$ cat src/rtl/lsu_pkg.sv
package lsu_pkg;

  localparam int TAG_WIDTH    = 20;
  localparam int INDEX_WIDTH  = 8;
  localparam int OFFSET_WIDTH = 4;  // index + offset cover a 4 KB page

  typedef enum logic [3:0] {
    LD_B  = 4'h0,
    LD_H  = 4'h1,
    LD_W  = 4'h2,
    ST_B  = 4'h4,
    ST_H  = 4'h5,
    ST_W  = 4'h6,
    LD_BU = 4'h8,
    LD_HU = 4'h9
  } mem_funct_t;

  typedef struct packed {
    logic load;
    logic store;
    logic size_byte;
    logic size_half;
    logic size_word;
    logic load_sign;
  } mem_opcode_t;

  typedef enum logic [2:0] {
    ALE    = 3'd0,  // misaligned address
    D_TLBR = 3'd1,  // no tlb entry
    PIL    = 3'd2,
    PIS    = 3'd3,
    PPI    = 3'd4,
    PME    = 3'd5   // store to a clean page
  } excp_t;

endpackage

$ cat src/rtl/lsu_result.sv
`timescale 1ns/1ps

module lsu_result (
  input  logic                 clk,
  input  logic                 reset,
  input  logic                 accept,
  input  logic                 have_excp,
  input  lsu_pkg::excp_t       excp_type,
  input  lsu_pkg::mem_opcode_t opcode_q,
  input  logic [1:0]           addr_low_q,
  input  logic                 ok,
  input  logic [31:0]          rdata,
  output logic                 wb_valid,
  output logic [31:0]          wb_data,
  output logic                 excp_valid,
  output lsu_pkg::excp_t       excp_code
);

  logic [7:0]  ld_byte;
  logic [15:0] ld_half;
  logic [31:0] ld_data;

  assign ld_byte = rdata[8*addr_low_q +: 8];
  assign ld_half = addr_low_q[1] ? rdata[31:16] : rdata[15:0];

  always_comb begin
    if (opcode_q.store) begin
      ld_data = rdata;  // old word
    end else if (opcode_q.size_byte) begin
      ld_data = {{24{ld_byte[7] && opcode_q.load_sign}}, ld_byte};
    end else if (opcode_q.size_half) begin
      ld_data = {{16{ld_half[15] && opcode_q.load_sign}}, ld_half};
    end else begin
      ld_data = rdata;
    end
  end

  always_ff @(posedge clk) begin
    if (reset) begin
      wb_valid   <= 1'b0;
      excp_valid <= 1'b0;
    end else begin
      wb_valid   <= ok;
      excp_valid <= accept && have_excp;
    end
  end

  always_ff @(posedge clk) begin
    if (ok) wb_data <= ld_data;
    if (accept && have_excp) excp_code <= excp_type;
  end

endmodule

$ cat config.mk
export PLATFORM = sky130hd
export DESIGN_NAME = lsu_result
export DESIGN_NICKNAME = d
export VERILOG_FILES = /design/src/rtl/lsu_pkg.sv /design/src/rtl/lsu_result.sv
export SDC_FILE = /design/constraint.sdc
export NUM_CORES = 1
export LEC_CHECK = 0
export BUFFER_PORTS_ARGS = -buffer_cell sky130_fd_sc_hd__buf_4
export CORE_MARGIN = 2
export CORE_UTILIZATION = 50
export CTS_CLUSTER_SIZE = 20
export DETAILED_ROUTE_END_ITERATION = 10
export GPL_TIMING_DRIVEN = 0
export PLACE_DENSITY = 0.84
export SLEW_MARGIN = 10
export SYNTH_ARGS = -nofsm -noshare
export SYNTH_HDL_FRONTEND = slang
export SYNTH_SLANG_ARGS = --single-unit
$ cat constraint.sdc
create_clock -name clk -period 3.1 [get_ports clk]
set_input_delay 0.155 -clock clk [delete_from_list [all_inputs] [get_ports clk]]
set_output_delay 0.155 -clock clk [all_outputs]
set_load 0.005 [all_outputs]
# Word-level counts from Yosys, hierarchy flattened
# Index checks and enable logic that the tools add are counted.
[totals] ff_bits=37 inputBits=48 output_inout_bits=37
[classes] shift=1 muxes=4 reduce_logical=3
[op_table] op="2-to-1 mux 32 bit" count=3
[op_table] op="indexed part select 32 x 6 -> 8 bit" count=1
[op_table] op="2-to-1 mux 16 bit" count=1
[op_table] op="logical AND 1 bit" count=3

# Depth between registers and ports, before layout
[logic_depth] ltp_word=5 mapped_depth=6 depth_no_buf=3

# Worst setup path before layout
# No wires, ideal clock.
[synth_timing] kind="input to register" from="in opcode_q[3] (netlist name)" to="reg wb_data[13] (data pin)" cell_stages=6 arrival_ps=1089 slack_ps=1750 path_buffers=3 path_cell_list="buf_2 -> a21oi_1 -> or2_1 -> buf_2 -> buf_6 -> a221o_1"
[synth_via] elab_chain_cells=2
[synth_lines] item="start, declared" line_no="lsu_result.sv:9" text="input lsu_pkg::mem_opcode_t opcode_q,"
[synth_lines] item="2-to-1 mux 32 bit" line_no="lsu_result.sv:29" text="end else if (opcode_q.size_byte) begin"
[synth_lines] item="2-to-1 mux 32 bit" line_no="lsu_result.sv:27" text="if (opcode_q.store) begin"
[synth_lines] item="named net ld_data[13]" line_no="lsu_result.sv:21" text="logic [31:0] ld_data;"
[synth_lines] item="end signal, assigned" line_no="lsu_result.sv:49" text="if (ok) wb_data <= ld_data;"
[synth_lines] item="end, declared" line_no="lsu_result.sv:14" text="output logic [31:0] wb_data,"
# The timed path passes the listed nets, and every way through them passes these cells.
# A chain may end at the register's enable or synchronous reset.

# Worst setup path after layout
[layout_timing] from="in opcode_q[4] (netlist name)" to="reg wb_data[7] (data pin)"
[layout_via] elab_chain_cells=1
[layout_lines] item="2-to-1 mux 32 bit" line_no="lsu_result.sv:27"
[layout_lines] item="named net ld_data[7]" line_no="lsu_result.sv:21"
# The timed path passes the listed nets, and every way through them passes these cells.

==> out/qor.yml <==
status:
  status: "completed"
power:
  p_leak_nw: 1.18
  power_density_nw_per_um2: 451
  ir_drop_mv: 0.292
synthesis:
  synth_cells: 135
  syn_nets: 183
  synth.distinct_cells: 26
  synth_area_leaders: "edfxtp_1 56%, a21o_1 6.4%, a221o_1 4.2%, mux2i_1 4.2%, a211o_1 3.2%"
  synth_area_leader_cell: "edfxtp_1"
  synth.avg_cell_area_um2: 14.0
  yosysWarningCount: 0
  synth-seq-cells: 37
  syn_area_um2: 1890
  ys_seq_area_frac: 0.578
  synth_top_area_share: 0.557
clock_tree:
  cts-root-to-sink-buffers: 2
  cts.clk_slew.worst_paths_ns: 0.07
  ctsResizeCount: 0
  cts_setup_buffers: 0
  cts_max_level: 2
  cts.sinks: 37
  cts_tree: "built"
  cts_root_buffer: "clkbuf_8"
  cts-buffers-inserted: 5
  hold_buffers: 0
floorplan:
  rows: 22
  fp.dieArea_um2: 4280
  initial_core_util: 0.520
  die_y_um: 65.5
  core_area_um2: 3630
  die_w_um: 65.5
  boundaryPins: 85
drt:
  drt_iter0_drc: 104
  first_pass_iters: 4
  highest_layer: "met4"
  routedLengthMet1_um: 1890
  routed_wl_um: 4700
  dr_total_vias: 1546
  met3_length_um: 397
  avgRoutedWirePerCell_um: 17.3
  ant_nets: 0
  wl_met2_um: 2300
  drcViolationCount: 0
  vias_per_cell: 5.70
finish:
  final_common_cell: "buf_4"
  area_growth_pct: 39.4
  postLayoutCoreUtil: 0.724
  final_cell_mix: "81 x buf_4, 35 x edfxtp_1, 16 x a21o_1"
  drive_above_1_share: 0.448
  diodes: 0
  nets: 270
sta:
  drv_slew: 0
  finalCriticalPeriod_ns: 1.42
  worst_pin_slew_ns: 0.786
  whs_ns: 0.0249
  hold_viol_final: 0
  slew_headroom: 0.475
  max_freq_mhz: 706
  finalCritPeriodShare: 0.457
  rsz0062_at_grt: "no"
  setup_viol: 0
  timing.setup.tns_ns: 0
place:
  io_buffers: 80
  hpwl_um: 3440
  gp_congestion: 0.811
setup_path:
  cp_data_arrival_time_ns: 1.43
  crit_type: "in2reg"
  required_ns: 3.12
  cp-start-kind: "input port"
  cp_max_fo: 10
  end_kind: "flop"
global_routing:
  grt-ovfl-total: 0
  antenna_found_initial: 0
  grt_max_degree: 34
  grt_pass1_vias: 1559
  gr-usage-all-layers: 0.227
  grt_pass1_wl_um: 7300
min_path:
  holdPathStages: 2
  hold_class: "in2reg"
flow_run:
  max_cap_viol_count: 0
## path summary, 6_finish.rpt
kind	to	slack, ns	startpoint
max	wb_data[7]	1.68	opcode_q[4]
min	excp_valid	0.02	reset
## metrics by stage
stage	setup slack [ns]	power (W)	cell area, um2	std cells
final	1.68	0.00119	2630	271
after global routing	1.55	0.00124	2630	271
after CTS	1.69	0.00119	2630	271
after detailed placement	1.39	0.000875	2550	263
after global placement	1.44	0.000866	2550	263
after floorplan	1.75	0.000724	1890	135
## flip-flops by register name (all words and copies together) (netlist names)
signal      flops
excp_code       3
wb_data        32
excp_valid      1
wb_valid        1
## kinds of logic after synthesis
logic type	after synthesis	synth area share
multiplexers	10	0.0570
flip-flops	37	0.578
AO/OA/AOI/OAI	52	0.235
buffers and inverters	11	0.0391
AND/OR/NAND/NOR	25	0.0908
## cell usage after synthesis
| cell type | instances |
|---|---|
| edfxtp_1 | 35 |
| a21o_1 | 16 |
| a21oi_1 | 9 |
| nand2b_1 | 9 |
| a221o_1 | 8 |
| mux2i_1 | 8 |
| nand3b_1 | 8 |
| a211o_1 | 7 |
| o2bb2ai_1 | 7 |
| buf_2 | 5 |
| buf_6 | 3 |
| clkbuf_1 | 2 |
| dfxtp_1 | 2 |
| mux2i_2 | 2 |
| nor2b_1 | 2 |
| o32ai_4 | 2 |
| and2_1 | 1 |
| buf_4 | 1 |
| nand2_1 | 1 |
| nand3_1 | 1 |
| nand4bb_1 | 1 |
| nor4bb_1 | 1 |
| o21ai_0 | 1 |
| o21bai_1 | 1 |
| o221ai_1 | 1 |
| or2_1 | 1 |
## power by group
| part | total [W] | switching (W) | internal, W |
|---|---|---|---|
| combinational | 0.000248 | 0.000106 | 0.000141 |
| sequential | 0.000617 | 0.0000134 | 0.000604 |
| clock | 0.000322 | 0.000166 | 0.000156 |
| total | 0.00119 | 0.000286 | 0.000901 |
## metal layers
layer	global-route usage	vias up
met3	0.0462	15
met1	0.286	727
met5	0	-
li1	-	716
met4	0.0990	0
met2	0.380	88
## worst max-delay path, cell delays in order
cell	delay, ns
buf_4	0.10
clkbuf_1	0.27
o21bai_1	0.42
buf_2	0.35
o221ai_1	0.13
## area by class of cell
class                           instances  area (um2)
Buffer                                 11        73.8
Clock buffer                            6        72.6
Clock inverter                          2        10.0
Fill cell                             273        1000
Multi-Input combinational cell         87         723
Sequential cell                        37        1090
Tap cell                               48        60.1
Timing Repair Buffer                   80         601
No activity file was read; power rests on OpenSTA's default activity.
