[src/rtl/lsu_pkg.sv]
package lsu_pkg;

  localparam int TAG_WIDTH    = 20;
  localparam int INDEX_WIDTH  = 8;
  localparam int OFFSET_WIDTH = 4;  // index + offset cover a 4 KB page

  typedef enum logic [3:0] {
    LD_B  = 4'h0,
    LD_H  = 4'h1,
    LD_W  = 4'h2,
    ST_B  = 4'h4,
    ST_H  = 4'h5,
    ST_W  = 4'h6,
    LD_BU = 4'h8,
    LD_HU = 4'h9
  } mem_funct_t;

  typedef struct packed {
    logic load;
    logic store;
    logic size_byte;
    logic size_half;
    logic size_word;
    logic load_sign;
  } mem_opcode_t;

  typedef enum logic [2:0] {
    ALE    = 3'd0,  // misaligned address
    D_TLBR = 3'd1,  // no tlb entry
    PIL    = 3'd2,
    PIS    = 3'd3,
    PPI    = 3'd4,
    PME    = 3'd5   // store to a clean page
  } excp_t;

endpackage

[src/rtl/dtlb.sv]
`timescale 1ns/1ps

module dtlb #(
  parameter int TLB_ENTRIES = 4
) (
  input  logic                           clk,
  input  logic                           reset,
  input  logic                           tlb_we,
  input  logic [$clog2(TLB_ENTRIES)-1:0] tlb_index,
  input  logic [lsu_pkg::TAG_WIDTH-1:0]  tlb_vtag,
  input  logic [lsu_pkg::TAG_WIDTH-1:0]  tlb_ptag,
  input  logic                           tlb_v,
  input  logic                           tlb_d,
  input  logic [1:0]                     tlb_plv,
  input  logic [1:0]                     cur_plv,
  input  logic                           mmu_valid,
  input  logic [lsu_pkg::TAG_WIDTH-1:0]  mmu_vtag,
  output logic                           mmu_ok,
  output logic [lsu_pkg::TAG_WIDTH-1:0]  mmu_ptag,
  output logic                           mmu_page_fault,
  output logic                           mmu_page_invalid,
  output logic                           mmu_page_clean,
  output logic                           mmu_plv_fault
);

  logic [TLB_ENTRIES-1:0]              present;
  logic [lsu_pkg::TAG_WIDTH-1:0]       vtag_mem [TLB_ENTRIES];
  logic [lsu_pkg::TAG_WIDTH-1:0]       ptag_mem [TLB_ENTRIES];
  logic [TLB_ENTRIES-1:0]              v_mem;
  logic [TLB_ENTRIES-1:0]              d_mem;
  logic [1:0]                          plv_mem [TLB_ENTRIES];
  logic                                hit;
  logic [$clog2(TLB_ENTRIES)-1:0]      hit_idx;
  logic                                fault_q, invalid_q, clean_q, plv_q;

  always_ff @(posedge clk) begin
    if (reset) begin
      present <= '0;
    end else if (tlb_we) begin
      present[tlb_index] <= 1'b1;
    end
  end

  always_ff @(posedge clk) begin
    if (tlb_we) begin
      vtag_mem[tlb_index] <= tlb_vtag;
      ptag_mem[tlb_index] <= tlb_ptag;
      v_mem[tlb_index]    <= tlb_v;
      d_mem[tlb_index]    <= tlb_d;
      plv_mem[tlb_index]  <= tlb_plv;
    end
  end

  // scan downwards so the lowest matching index wins
  always_comb begin
    hit     = 1'b0;
    hit_idx = '0;
    for (int i = TLB_ENTRIES - 1; i >= 0; i--) begin
      if (present[i] && vtag_mem[i] == mmu_vtag) begin
        hit     = 1'b1;
        hit_idx = i[$clog2(TLB_ENTRIES)-1:0];
      end
    end
  end

  always_ff @(posedge clk) begin
    if (reset) mmu_ok <= 1'b0;
    else       mmu_ok <= mmu_valid;
  end

  // ptag stays put between lookups
  always_ff @(posedge clk) begin
    if (mmu_valid) begin
      mmu_ptag  <= ptag_mem[hit_idx];
      fault_q   <= !hit;
      invalid_q <= hit && !v_mem[hit_idx];
      clean_q   <= hit && !d_mem[hit_idx];
      plv_q     <= hit && (plv_mem[hit_idx] < cur_plv);
    end
  end

  assign mmu_page_fault   = mmu_ok && fault_q;
  assign mmu_page_invalid = mmu_ok && invalid_q;
  assign mmu_page_clean   = mmu_ok && clean_q;
  assign mmu_plv_fault    = mmu_ok && plv_q;

endmodule

[config.mk]
export PLATFORM = sky130hd
export DESIGN_NAME = dtlb
export DESIGN_NICKNAME = d
export VERILOG_FILES = /design/src/rtl/lsu_pkg.sv /design/src/rtl/dtlb.sv
export SDC_FILE = /design/constraint.sdc
export NUM_CORES = 1
export LEC_CHECK = 0
export ABC_CLOCK_PERIOD_IN_PS = 3870
export BUFFER_PORTS_ARGS = -buffer_cell sky130_fd_sc_hd__clkbuf_2
export CAP_MARGIN = 20
export CORE_ASPECT_RATIO = 0.7
export CORE_MARGIN = 10
export CORE_UTILIZATION = 30
export CTS_CLUSTER_SIZE = 24
export DETAILED_ROUTE_END_ITERATION = 10
export SLEW_MARGIN = 40
export SYNTH_ARGS = -nofsm -noshare
export SYNTH_HDL_FRONTEND = slang
export SYNTH_SLANG_ARGS = --single-unit
[constraint.sdc]
create_clock -name clk -period 3.87 [get_ports clk]
set_input_delay 0.387 -clock clk [delete_from_list [all_inputs] [get_ports clk]]
set_output_delay 0.387 -clock clk [all_outputs]
set_load 0.02 [all_outputs]
-- Word level (Yosys, flattened, before mapping)
Memory sizes are Yosys's and may differ from the RTL's. A register that Yosys moved wholly into a read port is not among the register bits.
Cells that the tools add are included.
- flip-flop bits (word level): 17
- RAM bits: 168
- input port bits: 72
- word-level logic and storage cells: 53
- memories: 3
- order comparisons: 4
- equal/unequal tests: 4
- muxes and demuxes: 18
- bitwise logic cells: 1
- reduce and logical (&&, ||, !) cells: 15
- memory list (name ; words ; width ; read ports ; clocked after memory_dff ; write ports ; line ; RTL):
    ptag_mem ; 4 ; 20 ; 1 ; 1 ; 1 ; dtlb.sv:28 ; logic [lsu_pkg::TAG_WIDTH-1:0] ptag_mem [TLB_ENTRIES];
    vtag_mem ; 4 ; 20 ; 4 ; 0 ; 1 ; dtlb.sv:27 ; logic [lsu_pkg::TAG_WIDTH-1:0] vtag_mem [TLB_ENTRIES];
    plv_mem ; 4 ; 2 ; 1 ; 0 ; 1 ; dtlb.sv:31 ; logic [1:0] plv_mem [TLB_ENTRIES];
- operator list (operator ; count):
    $eq A20 B20 Y1 ; 4
    $logic_and A1 B1 Y1 ; 12
    $mux W1 ; 9
    $bwmux W4 ; 2
    $mux W2 ; 4
    $lt A2 B3 Y1 const B ; 2
    $bmux W1 S2 ; 2
    $or A4 B4 Y4 ; 1
    $logic_not A1 Y1 ; 3
    $demux W1 S2 ; 1
    $ge A2 B1 Y1 const B ; 1
    $lt A2 B2 Y1 ; 1

-- Depth between registers and ports, before layout
- depth in word-level cells: 10
- gate-level depth with buffers: 11
- mapped depth without buffers: 9

-- Worst setup path before layout
Ideal clock, no wire load.
- path type: input port to flip-flop
- from: input tlb_index[1]
- to: register d_mem[0] (enable)
- data arrival time: 3705 ps
- path slack: -347 ps
- cell stages on the path: 1
- path buffers: 0
- path through: nor3b_1
- RTL lines (what ; line ; RTL):
    start: declaration ; dtlb.sv:9 ; input logic [$clog2(TLB_ENTRIES)-1:0] tlb_index,
    end signal: indexed assignment ; dtlb.sv:49 ; d_mem[tlb_index] <= tlb_d;
    end: declaration ; dtlb.sv:30 ; logic [TLB_ENTRIES-1:0] d_mem;

==> impl_metrics.yaml <==
layout:
  regArea_mm2: 0.006106
  final_nets: 664
  multiInputGateArea_mm2: 0.002100
  nFillCells: 2550
  area_delta_synth_final_pct: 19.61
  drive_above_1_share: 0.2521
  instances_no_fill: 974
timing:
  skew_ns: 0.01532
  whs_ns: 0.1018
  setup_viol: 0
  slew_headroom: 0.4936
  drv_slew: 0
  fmax_mhz: 319.3
  rsz0062_at_grt: "false"
  worstMarginPinSlew_ns: 0.7596
  final_hold_viol_count: 0
  min_period_ns: 3.132
  finalSetupTns_ns: 0
  period_share: 0.8092
placement:
  dpl.cell_count: 930
  portBuffers: 96
  dp_hpwl_mm: 13.86
  gp_congestion: 0.9241
drt:
  dr.pass1.iters: 5
  via_per_inst: 4.612
  drc: 0
  routed_wl_mm: 19.86
  antenna_left: 0
  drtIter0Drc: 298
  wl_per_cell_um: 20.39
  vias: 4492
cts:
  cts_tree: "yes"
  cts_max_level: 1
  clock_sinks: 205
  hold_buffers: 0
  cts_setup_buffers: 0
  clk_pin_slew_ns: 0.06
  clock_path_buffers: 3
  cts_buffers: 23
  root_buffer: "clkbuf_16"
  clk_latency_ns: 0.50
  postCtsResizedCells: 0
worst_hold_path:
  hold_path.class: "in2reg"
synth:
  synth_area_mm2: 0.008319
  yosys_warnings: 0
  synth_area_leaders: "edfxtp_1, mux2i_1, xnor2_1"
  synth.largest_area_cell: "edfxtp_1"
  syn-num-nets: 555
  synth_top_area_share: 0.7219
  synth.distinct_cells: 37
  ys_top_cells_by_count: "edfxtp_1, xnor2_1, mux2i_1"
  seq_area_frac_synth: 0.7339
  synthArstFlopShare: 0
  synth_most_common_cell: "edfxtp_1"
  synth_edf_count: 200
  synth-main-ff-cell: "edfxtp_1"
  synth.avg_cell_area_um2: 17.26
  synth-seq-cells: 205
  synthCells: 482
floorplan:
  num_rows: 50
  chipHeight_um: 159.3
  core_mm2: 0.02703
  io_pins: 97
  start_util: 0.3078
  die_area_mm2: 0.03490
  die_w_um: 219.0
global_routing:
  use_met3: 0.04076
  grt_pass1_wl_mm: 29.29
  grt_usage: 0.1122
  grt_max_degree: 46
  antenna_found_initial: 5
  grt_use_met2: 0.1622
  overflow: 0
  first_global_vias: 4693
  gr-max-usage-layer: "met2"
  met1_usage: 0.1528
worst_setup_path:
  path_common_cell: "mux2i_1"
  critPathRequiredTime_ns: 4.18
  cp.arrival_ns: 3.45
  worst_path_largest_cell_delay_ns: 0.59
  start_kind: "flip-flop"
  worstSetupEndpointType: "flip-flop"
  worstPathMaxFanout: 4
  slowest_stage: "or4_1"
  worst-setup-path-type: "reg2reg"
  worstPathCellList: "xnor2_1 > nand4_1 > or4_1 > a211oi_2 > o21a_2 > mux2i_1 > mux2i_1 > ha_1 > a211oi_1"
pwr:
  ir_drop_uv: 231.6
  power_mw: 4.967
  power_density_mw_per_mm2: 499.2
  p_leak_nw: 3.705
run_status:
  status: "completed"
flow_run:
  drv_cap: 0
## flip-flops by register name, indices dropped and copies added, names as in the netlist
signal	flops
clean_q	1
d_mem	4
fault_q	1
invalid_q	1
mmu_ok	1
mmu_ptag	20
plv_mem	8
plv_q	1
present	4
ptag_mem	80
v_mem	4
vtag_mem	80
## logic make-up (layout without fill, tap and decap cells)
kind of cell | after synthesis | after routing | synth area share
buffers and inverters | 25 | 150 | 0.01760
other | 0 | 3 | 0
and+or+nand+nor | 90 | 90 | 0.06572
adders and majority gates | 1 | 1 | 0.001504
muxes | 64 | 64 | 0.07700
DFF | 205 | 205 | 0.7339
AOI/OAI and AO/OA | 17 | 17 | 0.01730
xor gates and xnor gates | 80 | 80 | 0.08693
## stage by stage
step | util | setup WS (ns) | cell area [µm²]
after global routing | 0.3679 | 0.5623 | 9943
after CTS | 0.3679 | 0.8159 | 9943
after detailed placement | 0.3413 | 0.6495 | 9225
after floorplan | - | 1.093 | 8324
after global placement | 0.3413 | 0.6828 | 9225
final | 0.3682 | 0.7384 | 9951
## critical path: cells and delay by family, from the launching register on
| family | cells | cell delay, ns |
|---|---|---|
| DFF | 1 | 0.39 |
| AOI/OAI and AO/OA | 3 | 0.78 |
| xor gates and xnor gates | 1 | 0.43 |
| muxes | 2 | 0.30 |
| adders and majority gates | 1 | 0.28 |
| and+or+nand+nor | 2 | 0.77 |
## layout by cell type (no fill, tap or decap), types with 3 or more instances in the layout
cell type,netlist,final
and4_1,4,4
clkinv_2,0,5
nor3b_1,4,3
or2_2,3,3
nor2_1,10,8
and2_1,4,4
mux2i_1,64,64
nand3_1,12,11
xnor2_2,3,3
diode_2,0,3
dfxtp_1,5,5
inv_1,7,7
buf_4,0,5
nor4_1,6,6
clkinv_1,0,4
clkbuf_2,0,95
o2111ai_1,4,4
xnor2_1,68,68
nor4b_1,3,3
o211ai_1,4,4
nand2_1,6,6
clkbuf_16,0,23
edfxtp_1,200,200
clkbuf_1,6,3
nand4_1,29,29
xor2_1,9,9
clkinvlp_4,0,3
## layer usage
| layer | vias to the layer above | share of wire |
|---|---|---|
| li1 | 2080 | - |
| met1 | 2216 | 0.46 |
| met5 | - | 0.00091 |
| met2 | 164 | 0.43 |
| met4 | 2 | 0.022 |
| met3 | 30 | 0.094 |
## layout make-up
class                      instances  area share
sequential                       205      0.6136
multi-input combinational        252      0.2110
clock buffer                      26     0.05897
timing repair buffer             102     0.05407
tap                              364     0.04577
clock inverter                    15     0.01320
inverter                           7    0.002641
antenna                            3   0.0007544
## power by group
group	internal, mW	switching, mW	total (mW)
logic	0.114	0.212	0.326
registers	2.56	0.0357	2.59
clock network	1.22	0.828	2.05
total	3.89	1.08	4.97
## path summary, 6_finish.rpt
check,start,to,slack [ns],cells after the start
min,tlb_ptag[17],ptag_mem[3][17],0.10,1
max,vtag_mem[3][8],plv_q,0.74,9
max reg2reg,vtag_mem[3][8],plv_q,0.74,9
min reg2reg,present[2],present[2],0.51,2
No activity file was read; power rests on OpenSTA's default activity.
