--- src/rtl/lsu_pkg.sv ---
package lsu_pkg;

  localparam int TAG_WIDTH    = 20;
  localparam int INDEX_WIDTH  = 8;
  localparam int OFFSET_WIDTH = 4;  // index + offset cover a 4 KB page

  typedef enum logic [3:0] {
    LD_B  = 4'h0,
    LD_H  = 4'h1,
    LD_W  = 4'h2,
    ST_B  = 4'h4,
    ST_H  = 4'h5,
    ST_W  = 4'h6,
    LD_BU = 4'h8,
    LD_HU = 4'h9
  } mem_funct_t;

  typedef struct packed {
    logic load;
    logic store;
    logic size_byte;
    logic size_half;
    logic size_word;
    logic load_sign;
  } mem_opcode_t;

  typedef enum logic [2:0] {
    ALE    = 3'd0,  // misaligned address
    D_TLBR = 3'd1,  // no tlb entry
    PIL    = 3'd2,
    PIS    = 3'd3,
    PPI    = 3'd4,
    PME    = 3'd5   // store to a clean page
  } excp_t;

endpackage

--- src/rtl/lsu.sv ---
`timescale 1ns/1ps

module lsu (
  input  logic                                  clk,
  input  logic                                  reset,
  input  logic                                  valid,
  input  lsu_pkg::mem_opcode_t                  opcode,
  input  logic [31:0]                           addr,
  input  logic [31:0]                           st_data,
  output logic                                  ready,
  output logic                                  mmu_valid,
  output logic [lsu_pkg::TAG_WIDTH-1:0]         mmu_vtag,
  input  logic                                  mmu_ok,
  input  logic [lsu_pkg::TAG_WIDTH-1:0]         mmu_ptag,
  input  logic                                  mmu_page_fault,
  input  logic                                  mmu_page_invalid,
  input  logic                                  mmu_page_clean,
  input  logic                                  mmu_plv_fault,
  output logic                                  dcache_valid,
  output logic                                  dcache_store,
  output logic [lsu_pkg::TAG_WIDTH-1:0]         dcache_tag,
  output logic [lsu_pkg::INDEX_WIDTH-1:0]       dcache_index,
  output logic [lsu_pkg::OFFSET_WIDTH-1:0]      dcache_offset,
  output logic [3:0]                            dcache_wstrb,
  output logic [31:0]                           dcache_wdata,
  input  logic                                  dcache_addr_ok,
  input  logic                                  dcache_data_ok,
  output logic                                  accept,
  output logic                                  have_excp,
  output lsu_pkg::excp_t                        excp_type,
  output lsu_pkg::mem_opcode_t                  opcode_q,
  output logic [1:0]                            addr_low_q,
  output logic                                  ok
);

  logic mmu_ok_reg;
  logic misaligned;
  logic translated;
  logic is_store;

  assign is_store   = opcode.store;
  assign translated = mmu_ok || mmu_ok_reg;

  // anything that is neither byte nor half is handled as a word
  assign misaligned = opcode.size_half ? addr[0] :
                      !opcode.size_byte && (addr[1:0] != 2'b00);

  assign ready  = valid && (have_excp || dcache_addr_ok && translated);
  assign accept = valid && ready;
  assign ok     = dcache_data_ok;

  // no new lookup while an answer is arriving or held
  assign mmu_valid = valid && !misaligned && !mmu_ok && !mmu_ok_reg;
  assign mmu_vtag  = addr[31 -: lsu_pkg::TAG_WIDTH];

  always_ff @(posedge clk) begin
    if (reset) begin
      mmu_ok_reg <= 1'b0;
    end else if (accept) begin
      mmu_ok_reg <= 1'b0;
    end else if (mmu_ok) begin
      mmu_ok_reg <= 1'b1;  // memory busy, keep the translation
    end
  end

  // only memory accesses update the load context
  always_ff @(posedge clk) begin
    if (dcache_valid && dcache_addr_ok) begin
      opcode_q   <= opcode;
      addr_low_q <= addr[1:0];
    end
  end

  assign dcache_valid  = valid && !have_excp && translated;
  assign dcache_store  = is_store;
  assign dcache_tag    = mmu_ptag;
  assign dcache_index  = addr[lsu_pkg::OFFSET_WIDTH +: lsu_pkg::INDEX_WIDTH];
  assign dcache_offset = addr[lsu_pkg::OFFSET_WIDTH-1:0];

  always_comb begin
    if (opcode.size_byte) begin
      dcache_wstrb = 4'b0001 << addr[1:0];
      dcache_wdata = {4{st_data[7:0]}};
    end else if (opcode.size_half) begin
      dcache_wstrb = addr[1] ? 4'b1100 : 4'b0011;
      dcache_wdata = {2{st_data[15:0]}};
    end else begin
      dcache_wstrb = 4'b1111;
      dcache_wdata = st_data;
    end
  end

  // tlb flags are only nonzero in the mmu_ok cycle
  always_comb begin
    have_excp = 1'b0;
    excp_type = lsu_pkg::ALE;
    if (valid) begin
      if (misaligned) begin
        have_excp = 1'b1;
        excp_type = lsu_pkg::ALE;
      end else if (mmu_page_fault) begin
        have_excp = 1'b1;
        excp_type = lsu_pkg::D_TLBR;
      end else if (mmu_page_invalid) begin
        have_excp = 1'b1;
        excp_type = is_store ? lsu_pkg::PIS : lsu_pkg::PIL;
      end else if (mmu_plv_fault) begin
        have_excp = 1'b1;
        excp_type = lsu_pkg::PPI;
      end else if (mmu_page_clean && is_store) begin
        have_excp = 1'b1;
        excp_type = lsu_pkg::PME;
      end
    end
  end

endmodule

--- config.mk ---
export PLATFORM = sky130hd
export DESIGN_NAME = lsu
export DESIGN_NICKNAME = d
export VERILOG_FILES = /design/src/rtl/lsu_pkg.sv /design/src/rtl/lsu.sv
export SDC_FILE = /design/constraint.sdc
export NUM_CORES = 1
export LEC_CHECK = 0
export BUFFER_PORTS_ARGS = -buffer_cell sky130_fd_sc_hd__clkbuf_2
export CAP_MARGIN = 15
export CORE_AREA = 2 2 80 82
export CTS_CLUSTER_SIZE = 28
export DETAILED_ROUTE_END_ITERATION = 16
export DIE_AREA = 0 0 82 84
export GPL_TIMING_DRIVEN = 0
export PLACE_DENSITY = 0.62
export SLEW_MARGIN = 20
export SYNTH_ARGS = -nofsm -noshare
export SYNTH_HDL_FRONTEND = slang
export SYNTH_SLANG_ARGS = --single-unit
--- constraint.sdc ---
create_clock -name clk -period 2.3 [get_ports clk]
set_clock_uncertainty 0.1 [all_clocks]
set_input_delay 0.23 -clock clk [delete_from_list [all_inputs] [get_ports clk]]
set_output_delay 0.23 -clock clk [all_outputs]
set_load 0.05 [all_outputs]
# Word level (Yosys, flattened, before mapping)

Cells that the tools add are included.

Muxes and demuxes: 19
Order comparisons: 0
Shift operators: 1
Reductions and logical operators: 20
Multiply operators: 0
Divide/modulo/power cells: 0
Add/sub/neg operators: 0
Eq/ne operators: 0
Bitwise gates (word level): 0

Operators by type and width:

| kind                  | count |
|---|---|
| $mux W32              | 2 |
| $mux W3               | 6 |
| $mux W4               | 3 |
| $logic_and A1 B1 Y1   | 11 |
| $mux W1               | 8 |
| $logic_not A1 Y1      | 5 |
| $shl A1 B2 Y4 const A | 1 |
| $logic_or A1 B1 Y1    | 2 |
| $reduce_bool A2 Y1    | 1 |
| $reduce_or A2 Y1      | 1 |

Input bits: 100
ROM bits: 0
Bits in writable memories: 0
Memories: 0
Bits in latches: 0
Output and inout port bits: 106
Word-level logic and storage cells: 48
Bits in registers: 9

# Longest topological paths before layout

Gate-level depths: netlist of the first run.

Word-level depth: 11
Mapped depth: 5

# Worst setup path before layout of the first run

No wires, ideal clock.

Path kind: in2out
Start: in opcode[3] in the netlist's numbering
End: out excp_type[1]
Path buffers: 1
Arrival: 2,241 ps
Slack: -271 ps
Stages on the path: 4
Cell sequence: buf_4 > and2b_1 > a21oi_4 > nor4b_1

Cells in the longest elaborated chain, start to end: 5

Ends and longest elaborated chain:

| item                | line      | RTL |
|---|---|---|
| start: declaration  | lsu.sv:7  | `input lsu_pkg::mem_opcode_t opcode,` |
| $logic_not A1 Y1    | lsu.sv:46 | `!opcode.size_byte && (addr[1:0] != 2'b00);` |
| $logic_and A1 B1 Y1 | lsu.sv:46 |  |
| $mux W1             | lsu.sv:45 | `assign misaligned = opcode.size_half ? addr[0] :` |
| $mux W3             | lsu.sv:98 | `if (misaligned) begin` |
| $mux W3             | lsu.sv:97 | `if (valid) begin` |
| end: declaration    | lsu.sv:30 | `output lsu_pkg::excp_t excp_type,` |

No other way between the ends.

# Worst setup path after layout of the first run

Start: in opcode[3] in the netlist's numbering
End: out ready

Cells in the longest elaborated chain, start to end: 7

Ends and longest elaborated chain:

| item                | line      | RTL |
|---|---|---|
| $logic_not A1 Y1    | lsu.sv:46 |  |
| $logic_and A1 B1 Y1 | lsu.sv:46 |  |
| $mux W1             | lsu.sv:45 |  |
| $mux W1             | lsu.sv:98 |  |
| $mux W1             | lsu.sv:97 |  |
| $logic_or A1 B1 Y1  | lsu.sv:48 | `assign ready = valid && (have_excp \|\| dcache_addr_ok && translated);` |
| $logic_and A1 B1 Y1 | lsu.sv:48 |  |
| end: declaration    | lsu.sv:10 | `output logic ready,` |

No other way between the ends.

==> results of run 1 <==
==> cells by family (layout without fill, tap and decap cells) <==
logic type,after synthesis,count (layout),synth area share
mux,16,16,0.134
simple gates,26,26,0.108
buf+inv,78,237,0.420
flops,9,9,0.205
compound gates,29,29,0.134
==> path summary, 6_finish.rpt <==
check / cells after the start / start / end
setup / recovery: 7 / opcode[3] / ready
hold / removal: 1 / opcode[5] / opcode_q[5]
setup reg to reg: 3 / mmu_ok_reg / opcode_q[3]
hold reg to reg: 3 / mmu_ok_reg / mmu_ok_reg
==> metrics by stage <==
stage / total power [mW] / util
after floorplan: 0.720 / -
after global placement: 0.880 / 0.351
after detailed placement: 0.884 / 0.353
after CTS: 1.06 / 0.360
after global routing: 1.10 / 0.360
final: 1.05 / 0.360
==> critical path: cells and delay by family <==
family / cells / cell delay (ns)
buf+inv: 4 / 0.64
compound gates: 2 / 0.50
simple gates: 1 / 0.19
==> where the power goes <==
group	leakage (nW)	total, mW	internal (mW)	switching [mW]
clock network	0.0228	0.172	0.120	0.0523
registers	0.0802	0.181	0.180	0.000753
logic	1.20	0.697	0.199	0.497
==> layer usage <==
metal | vias to the layer above | routed length (um) | part of all wire
met3 | 2 | 494 | 0.11
li1 | 787 | - | -
met1 | 681 | 1550 | 0.33
met4 | 0 | 8 | 0.0017
met5 | - | 0 | 0
met2 | 91 | 2570 | 0.56
==> cell usage in the layout, fill, tap and decap left out, types with 2 or more instances in the layout <==
master and instances:
a21oi_1 3, buf_2 2, buf_4 64, clkbuf_1 3, clkbuf_2 154, clkbuf_8 3
edfxtp_1 8, inv_1 11, mux2_2 8, mux2i_1 8, nand2_1 11, nor2_1 2
nor2b_1 3, nor4b_1 2, o21ai_0 20, or3_1 2
==> cells in the mapped netlist (all sizes together) <==
cell | number | area, um^2
buf | 65 | 485
o21ai | 20 | 100
inv | 11 | 41.3
nand2 | 11 | 41.3
edfxtp | 8 | 240
mux2 | 8 | 90.1
mux2i | 8 | 80.1
a21oi | 4 | 31.3
nor2 | 3 | 13.8
nor2b | 3 | 18.8
nor4b | 3 | 26.3
clkbuf | 2 | 7.51
or3 | 2 | 12.5
a211oi | 1 | 7.51
a21o | 1 | 7.51
and2b | 1 | 7.51
dfxtp | 1 | 20.0
nand2b | 1 | 6.26
nor3 | 1 | 5.00
nor4 | 1 | 6.26
o21a | 1 | 7.51
o31a | 1 | 8.76
o31ai | 1 | 7.51
==> final cells by class <==
class,instances,area (um^2)
fill,687,3900
timing repair buffer,155,776
buffer,67,493
multi-input combinational,71,484
sequential,9,260
tap,77,96.3
clock buffer,4,45.0
inverter,11,41.3
==> results.txt, run 1 <==
Setup crit end kind - output port
Final slew viol count - 0
Post-Place Worst Slack - 0.425 ns
Initial core utilization - 0.209
Slew Limit Headroom - 0.663
Root Buffer - clkbuf_8
Max-Cap Viols - 0
Met3 GRT Util - 0.0346
Synth unique cells - 26
Minimum clock period - 1.88 ns
Pre-antenna DRT Iters - 4
Syn Area/Cell - 8.05 um^2
PortBufs - 154
Share of cells above drive strength 1 - 0.738
WS Path Type - input pin to output port
Postcts setup bufs - 0
Worst Path Max Fanout - 10
R2R setup slack - 0.87 ns
DR vias/cell - 3.96
Worst-Margin Slew - 0.506 ns
DR iter-0 viols - 34
Pwr/cell area - 478 mW/mm^2
Synth warn - 0
Rows - 29
Setup tns final - 0 ns
Die Span X - 82 um
Die area - 0.00689 mm^2
Critical path required time - 1.97 ns
Worst path max stage delay - 0.26 ns
Flops & latches, synth - 9
RSZ-0062 raised after global routing - no
Antenna Violating Nets Remaining - 0
Fin nets - 418
IO Pins - 206
Setup WS post-layout - 0.417 ns
Gpl congestion - 0.775
Endpoints failing setup - 0
Crit path launch type - input pin
CP arrival - 1.55 ns
Max VDD drop - 0.000264 V
Cell area after synthesis - 0.00127 mm^2
CTS tree - done
Post-detailed-routing wire length - 4620 um
Hold Violations, Final - 0
Worst hold path type - input pin to flip-flop
CTS Hold Bufs - 0
Largest net degree at the start of global routing - 11
Vias - 1561
Clock Path Buffers - 2
Met2 Use GR - 0.235
Initial antenna violation count - 0
Synthesis-to-finish area growth - 72.6%
Seq/Total Area, Yosys - 0.205
DP Area - 0.00215 mm^2
Worst-path clk slew - 0.04 ns
GR Overflow Total - 0
Busiest metal layer after global routing - met2
Residual DRC - 0
Core area - 0.00610 mm^2
Vias in the first global route - 1430
ANT cells - 0
Final Cycle Share - 0.819
Max Clock Freq - 0.531 GHz
M1 GR Usage - 0.134
Clock Latency Late Sink - 0.22 ns
Global-route usage over all layers - 0.124
Post-Place Cells - 390
Status - finished, final reports clean
Crit path cell chain - clkbuf_2 -> buf_4 -> and2b_1 -> a21oi_4 -> o31a_1 -> buf_4 -> clkbuf_2
Die Height - 84 um
Clk sinks - 9
Slowest cell on crit path - a21oi_4
Num CTS Buffers - 3
Max FFs per register - 6
Synth Instances - 158
Post-DP HPWL - 4190 um
PostCTS Resize Cnt - 0
Fin cells - 394
Syn Nets - 258
Avg WL per Cell - 11.7 um
Htree depth - 1
Cell area after layout - 0.00220 mm^2
Leakage - 1.30 nW
Hold WS - 0.0820 ns
Global-route wire length before repair - 6850 um
(Power assumes the default switching activity.)
==> run 2, diff against run 1 <==
==> constraint.sdc (replaced) <==
create_clock -name clk -period 1.85 [get_ports clk]
set_clock_uncertainty 0.1 [all_clocks]
set_input_delay 0.185 -clock clk [delete_from_list [all_inputs] [get_ports clk]]
set_output_delay 0.185 -clock clk [all_outputs]
set_load 0.05 [all_outputs]
==> results.txt, run 2 (synthesis gave the netlist of run 1 again) <==
Worst-path clk slew - 0.04 ns (about the same)
Global-route usage over all layers - 0.121 (-0.00322)
Gpl congestion - 0.717 (-7.5%)
Clock share of power - 0.167 (+0.003)
Setup crit end kind - output port
Htree depth - 1 (unchanged)
Clock Path Buffers - 2 (unchanged)
Vias - 1571 (+0.64%)
Die Height - 84 um (unchanged)
Worst path max stage delay - 0.32 ns (+0.06 ns)
Max-Cap Viols - 0 (unchanged)
Crit Reg-Reg Startpoint - mmu_ok_reg
Post-detailed-routing wire length - 4670 um (+1.1%)
Post-DP HPWL - 4150 um (-1.0%)
R2R depth - 3 (unchanged)
Synthesis-to-finish area growth - 73.6%
Max VDD drop - 0.000279 V (+5.4%)
Fin cells - 395 (+0.25%)
Slew Limit Headroom - 0.665 (+0.00265)
Avg WL per Cell - 11.8 um (+0.89%)
Clk sinks - 9 (unchanged)
Residual DRC - 0 (unchanged)
Worst Path Max Fanout - 10 (unchanged)
Fin nets - 419 (+0.24%)
CP arrival - 1.46 ns (-0.09 ns)
Logic pwr share - 0.663 (about the same)
Num CTS Buffers - 3 (unchanged)
Die area - 0.00689 mm^2 (unchanged)
CTS tree - done
DR vias/cell - 3.98 (+0.39%)
Leakage - 1.31 nW (+0.74%)
Commonest non-fill, non-tap cell in the layout - clkbuf_2
GR Overflow Total - 0 (unchanged)
Antenna Violating Nets Remaining - 0 (unchanged)
Rows - 29 (unchanged)
Pwr/cell area - 596 mW/mm^2 (+25%)
Share of cells above drive strength 1 - 0.742 (+0.00397)
Endpoints failing setup - 0 (unchanged)
Slowest cell on crit path - clkbuf_2
Critical path required time - 1.56 ns (-0.41 ns)
Worst-Margin Slew - 0.502 ns (-0.00397 ns)
Max FFs per register - 6 (unchanged)
IO Pins - 206 (unchanged)
RSZ-0062 raised after global routing - no
Core area - 0.00610 mm^2 (unchanged)
Most frequent cells in the layout - clkbuf_2, buf_4, o21ai_0
Crit path cell chain - clkbuf_2 -> buf_4 -> and2b_1 -> a21oi_4 -> buf_4 -> nor4b_1 -> clkbuf_2
Worst hold path type - input pin to flip-flop
Reg power frac - 0.171 (about the same)
Sw frac - 0.525 (+0.00108)
Pre-antenna DRT Iters - 4 (unchanged)
Initial antenna violation count - 0 (unchanged)
Largest net degree at the start of global routing - 11 (unchanged)
Delay-heaviest family, CP - buffers and inverters
Minimum clock period - 1.74 ns
Stages on worst setup path - 7 (unchanged)
Vias in the first global route - 1434 (+0.28%)
CP endpoint - excp_type[2]
Initial core utilization - 0.209 (unchanged)
R2R setup slack - 0.42 ns (-0.45 ns)
Sw Pwr - 0.692 mW (+26%)
Hold Violations, Final - 0 (unchanged)
# fillers - 650 (-5.4%)
CP Buf/Inv Count - 4 (unchanged)
Final Cycle Share - 0.941
Utilization after layout - 0.362 (+0.00226)
R2r endpoint - opcode_q[0]
Clock Latency Late Sink - 0.22 ns (about the same)
PortBufs - 154 (unchanged)
Power Internal - 0.625 mW (+25%)
Status - finished, final reports clean
Crit path launch type - input pin
DR iter-0 viols - 31 (-8.8%)
CTS Hold Bufs - 0 (unchanged)
Root Buffer - clkbuf_8
Post-Place Cells - 390 (unchanged)
Global-route wire length before repair - 6560 um (-4.2%)
ANT cells - 0 (unchanged)
Crit. Startpoint - opcode[3]
Final slew viol count - 0 (unchanged)
Die Span X - 82 um (unchanged)
Max Clock Freq - 0.575 GHz
WS Path Type - input pin to output port
-- run 2: per-stage QoR --
stage	area, um^2	power, mW	TNS [ns]	hold slack (ns)	setup slack [ns]
floorplan	1270	0.898	-3.46	0.184	-0.631
global placement	2140	1.10	-5.07	0.263	-0.634
detailed placement	2150	1.10	0	0.273	0.0118
CTS	2200	1.33	0	0.0405	0.00770
global route	2210	1.38	0	0.0384	0.00266
finish	2210	1.32	0	0.0414	0.110
-- run 2: worst reg2reg max path: cells and delay by family (launching register included) --
family          cells  cell delay, ns
compound gates      1            0.14
buf+inv             1            0.26
flops               1            0.34
simple gates        1            0.28
-- run 2: power groups by stage --
stage | Sequential [mW] | Clock (mW) | Combinational, mW
finish | 0.225 | 0.220 | 0.873
global route | 0.225 | 0.238 | 0.915
CTS | 0.225 | 0.225 | 0.876
detailed placement | 0.228 | 0 | 0.874
global placement | 0.228 | 0 | 0.868
floorplan | 0.230 | 0 | 0.668
-- run 2: timing repair --
item	4_1_cts	5_1_grt
setup endpoints to repair	0	9
buffers inserted	0	1
gates resized for setup	0	4
-- run 2: how the worst min path moves through the flow --
stage	depth (start not counted)	startpoint	slack (ns)	to
2_1_floorplan	0	addr[0]	0.18	addr_low_q[0]
3_3_place_gp	1	opcode[0]	0.26	opcode_q[0]
3_5_place_dp	1	opcode[0]	0.27	opcode_q[0]
4_1_cts	1	opcode[0]	0.04	opcode_q[0]
5_1_grt	1	opcode[5]	0.04	opcode_q[5]
6_report	1	opcode[5]	0.04	opcode_q[5]
-- run 2: cell type report --
class	instances	area, um^2	area share
Timing Repair Buffer	156	783	0.354
Buffer	67	494	0.224
Multi-Input combinational cell	71	489	0.221
Sequential cell	9	260	0.118
Tap cell	77	96.3	0.0436
Clock buffer	4	45.0	0.0204
Inverter	11	41.3	0.0187
-- run 2: routing by layer --
| metal | part of all wire | up-vias | track usage |
|---|---|---|---|
| li1 | - | 789 | - |
| met1 | 0.35 | 695 | 0.125 |
| met2 | 0.56 | 87 | 0.245 |
| met3 | 0.089 | 0 | 0.0206 |
| met4 | 0 | 0 | 0.0182 |
| met5 | 0 | - | 0 |
==> run 3, diff against run 2 <==
--- a/config.mk
+++ b/config.mk
@@ -5,14 +5,15 @@
 export SDC_FILE = /design/constraint.sdc
 export NUM_CORES = 1
 export LEC_CHECK = 0
+export ABC_AREA = 1
 export BUFFER_PORTS_ARGS = -buffer_cell sky130_fd_sc_hd__clkbuf_2
 export CAP_MARGIN = 15
-export CORE_AREA = 2 2 80 82
+export CORE_AREA = 2 2 81 83
 export CTS_CLUSTER_SIZE = 28
 export DETAILED_ROUTE_END_ITERATION = 16
-export DIE_AREA = 0 0 82 84
+export DIE_AREA = 0 0 83 85
 export GPL_TIMING_DRIVEN = 0
-export PLACE_DENSITY = 0.62
+export PLACE_DENSITY = 0.6
 export SLEW_MARGIN = 20
 export SYNTH_ARGS = -nofsm -noshare
 export SYNTH_HDL_FRONTEND = slang
==> results.txt, run 3 <==
Final slew viol count - 0 (unchanged)
Crit path cell chain - or2_2 -> nand3_1 -> nand2_1 -> buf_4 -> clkbuf_2
Post-synth EDFFs - 8 (unchanged)
Most frequent cells in the layout - clkbuf_2, buf_4, nand2_1
Worst path max stage delay - 0.33 ns (about the same)
Crit path launch type - flip-flop
Vias - 1616 (+2.9%)
CP arrival - 1.40 ns (-0.06 ns)
Worst-Margin Slew - 0.629 ns (+0.127 ns)
Synth Instances - 174 (+10%)
Critical hold path startpoint - opcode[0]
Root Buffer - clkbuf_8
Pwr/cell area - 611 mW/mm^2 (+2.4%)
WS Path Type - flip-flop to output port
Critical path required time - 1.56 ns (about the same)
Setup tns final - 0 ns (unchanged)
Worst Path Max Fanout - 5 (-5)
Htree depth - 1 (unchanged)
Pre-antenna DRT Iters - 4 (unchanged)
CTS tree - done
IO Pins - 206 (unchanged)
Hold WS - 0.0301 ns (-0.0113 ns)
Minimum clock period - 1.68 ns (-0.0562 ns)
Rows - 29 (unchanged)
Initial antenna violation count - 0 (unchanged)
Syn Nets - 274 (+6.2%)
Seq/Total Area, Yosys - 0.209 (+0.00431)
Residual DRC - 0 (unchanged)
Slew Limit Headroom - 0.579 (-0.0864)
Max VDD drop - 0.000345 V (+24%)
Cell area after synthesis - 0.00125 mm^2 (-2.1%)
Initial core utilization - 0.201 (-0.00790)
Avg WL per Cell - 11.5 um (-2.6%)
Endpoints failing setup - 0 (unchanged)
Fin nets - 433 (+3.3%)
Clk sinks - 9 (unchanged)
Vias in the first global route - 1505 (+5.0%)
PostCTS Resize Cnt - 0 (unchanged)
DR vias/cell - 3.95 (-0.66%)
Post-DP HPWL - 4260 um (+2.7%)
Clock Path Buffers - 2 (unchanged)
ANT cells - 0 (unchanged)
Slowest cell on crit path - or2_2
Max Clock Freq - 0.594 GHz (+3.3%)
Max-Cap Viols - 0 (unchanged)
Core area - 0.00620 mm^2 (+1.8%)
Synth warn - 0 (unchanged)
Cell taking the most area after synthesis - buf_4
Count leader, synth - buf_4
Global-route usage over all layers - 0.123 (+0.00254)
Share of cells above drive strength 1 - 0.720 (-0.0223)
Largest net degree at the start of global routing - 11 (unchanged)
Prevailing post-synth register cell - edfxtp_1
Top cells by area, synth - buf_4, edfxtp_1, nand2_1
Global-route wire length before repair - 7180 um (+9.4%)
Final Cycle Share - 0.910 (-0.0304)
Synth unique cells - 18 (-31%)
Syn Area/Cell - 7.16 um^2 (-11%)
Synth top cells by count - buf_4, nand2_1, o21ai_0
DR iter-0 viols - 27 (-13%)
Die area - 0.00706 mm^2 (+2.4%)
CTS Hold Bufs - 0 (unchanged)
GR Overflow Total - 0 (unchanged)
Top-area cell type share of the netlist area - 0.398 (+0.0200)
Worst hold path type - input pin to flip-flop
Clock Latency Late Sink - 0.23 ns (about the same)
Crit Reg-Reg Startpoint - mmu_ok_reg
Flops & latches, synth - 9 (unchanged)
Die Height - 85 um (+1.2%)
Leakage - 1.32 nW (+0.60%)
Postcts setup bufs - 0 (unchanged)
Hold Violations, Final - 0 (unchanged)
Setup crit end kind - output port
Synthesis-to-finish area growth - 73.6% (about the same)
Die Span X - 83 um (+1.2%)
PortBufs - 154 (unchanged)
Crit. Startpoint - mmu_ok_reg
Worst-path clk slew - 0.04 ns (about the same)
Ys async rst share - 0 (unchanged)
Num CTS Buffers - 3 (unchanged)
Max FFs per register - 6 (unchanged)
Commonest non-fill, non-tap cell in the layout - clkbuf_2
Antenna Violating Nets Remaining - 0 (unchanged)
RSZ-0062 raised after global routing - no
Status - finished, final reports clean
Post-detailed-routing wire length - 4710 um (+0.90%)
Gpl congestion - 0.739 (+3.0%)
-- run 3: cell count changes in the layout (fill, tap and decap cells not counted), moves of 2 or more --
| cell | previous run | this run |
|---|---|---|
| nand2_1 | 11 | 34 |
| nor2_1 | 2 | 13 |
| mux2i_1 | 8 | 0 |
| buf_2 | 3 | 0 |
| nor2b_1 | 3 | 0 |
| o21ai_1 | 7 | 10 |
| inv_1 | 11 | 9 |
| nand2_2 | 0 | 2 |
| nand3_1 | 0 | 2 |
| nor4b_1 | 2 | 0 |
| or3_1 | 2 | 0 |
-- run 3: cell families (layout without fill, tap and decap cells) --
| family | Yosys count | after routing | share of synthesized area |
|---|---|---|---|
| flip-flops | 9 | 9 | 0.209 |
| AO/OA/AOI/OAI | 26 | 26 | 0.107 |
| AND/OR/NAND/NOR | 55 | 55 | 0.184 |
| buffers and inverters | 76 | 234 | 0.428 |
| multiplexers | 8 | 8 | 0.0723 |
-- run 3: layer usage --
metal  track usage  share of wire
met5             0              0
met4        0.0224              0
met3        0.0282          0.091
met2         0.260           0.58
met1         0.122           0.33
-- run 3: worst paths after layout --
path | end | slack, ns | depth (start not counted)
worst max-delay path | ready | 0.17 | 5
worst min-delay path | opcode_q[0] | 0.03 | 1
worst max register to register | addr_low_q[1] | 0.31 | 3
worst min register to register | mmu_ok_reg | 0.55 | 3
-- run 3: layout make-up --
| type | count | area, um^2 |
|---|---|---|
| fill | 681 | 4040 |
| multi-input combinational | 89 | 458 |
| timing repair buffer | 154 | 771 |
| tap | 77 | 96.3 |
| inverter | 10 | 37.5 |
| buffer | 66 | 495 |
| sequential | 9 | 260 |
| clock buffer | 4 | 45.0 |
-- run 3: worst max-delay path: cells and delay by family (launching register included) --
kind / cells / cell delay, ns
and+or+nand+nor: 3 / 0.53
buffers and inverters: 2 / 0.35
DFF: 1 / 0.28
-- run 3: power breakdown --
| part | internal, mW | switching (mW) | total [mW] |
|---|---|---|---|
| clock network | 0.150 | 0.0711 | 0.221 |
| logic | 0.246 | 0.630 | 0.876 |
| registers | 0.224 | 0.000362 | 0.224 |
-- run 3: through the flow --
stage               setup slack (ns)   util  instances  instance area, um^2  total power [mW]
finish                         0.166  0.349        409                 2160              1.32
global route                  0.0919  0.349        409                 2160              1.38
CTS                            0.135  0.349        409                 2160              1.34
detailed placement            0.0631  0.341        405                 2120              1.11
global placement              0.0876  0.341        405                 2120              1.11
floorplan                      0.124      -        174                 1250             0.905
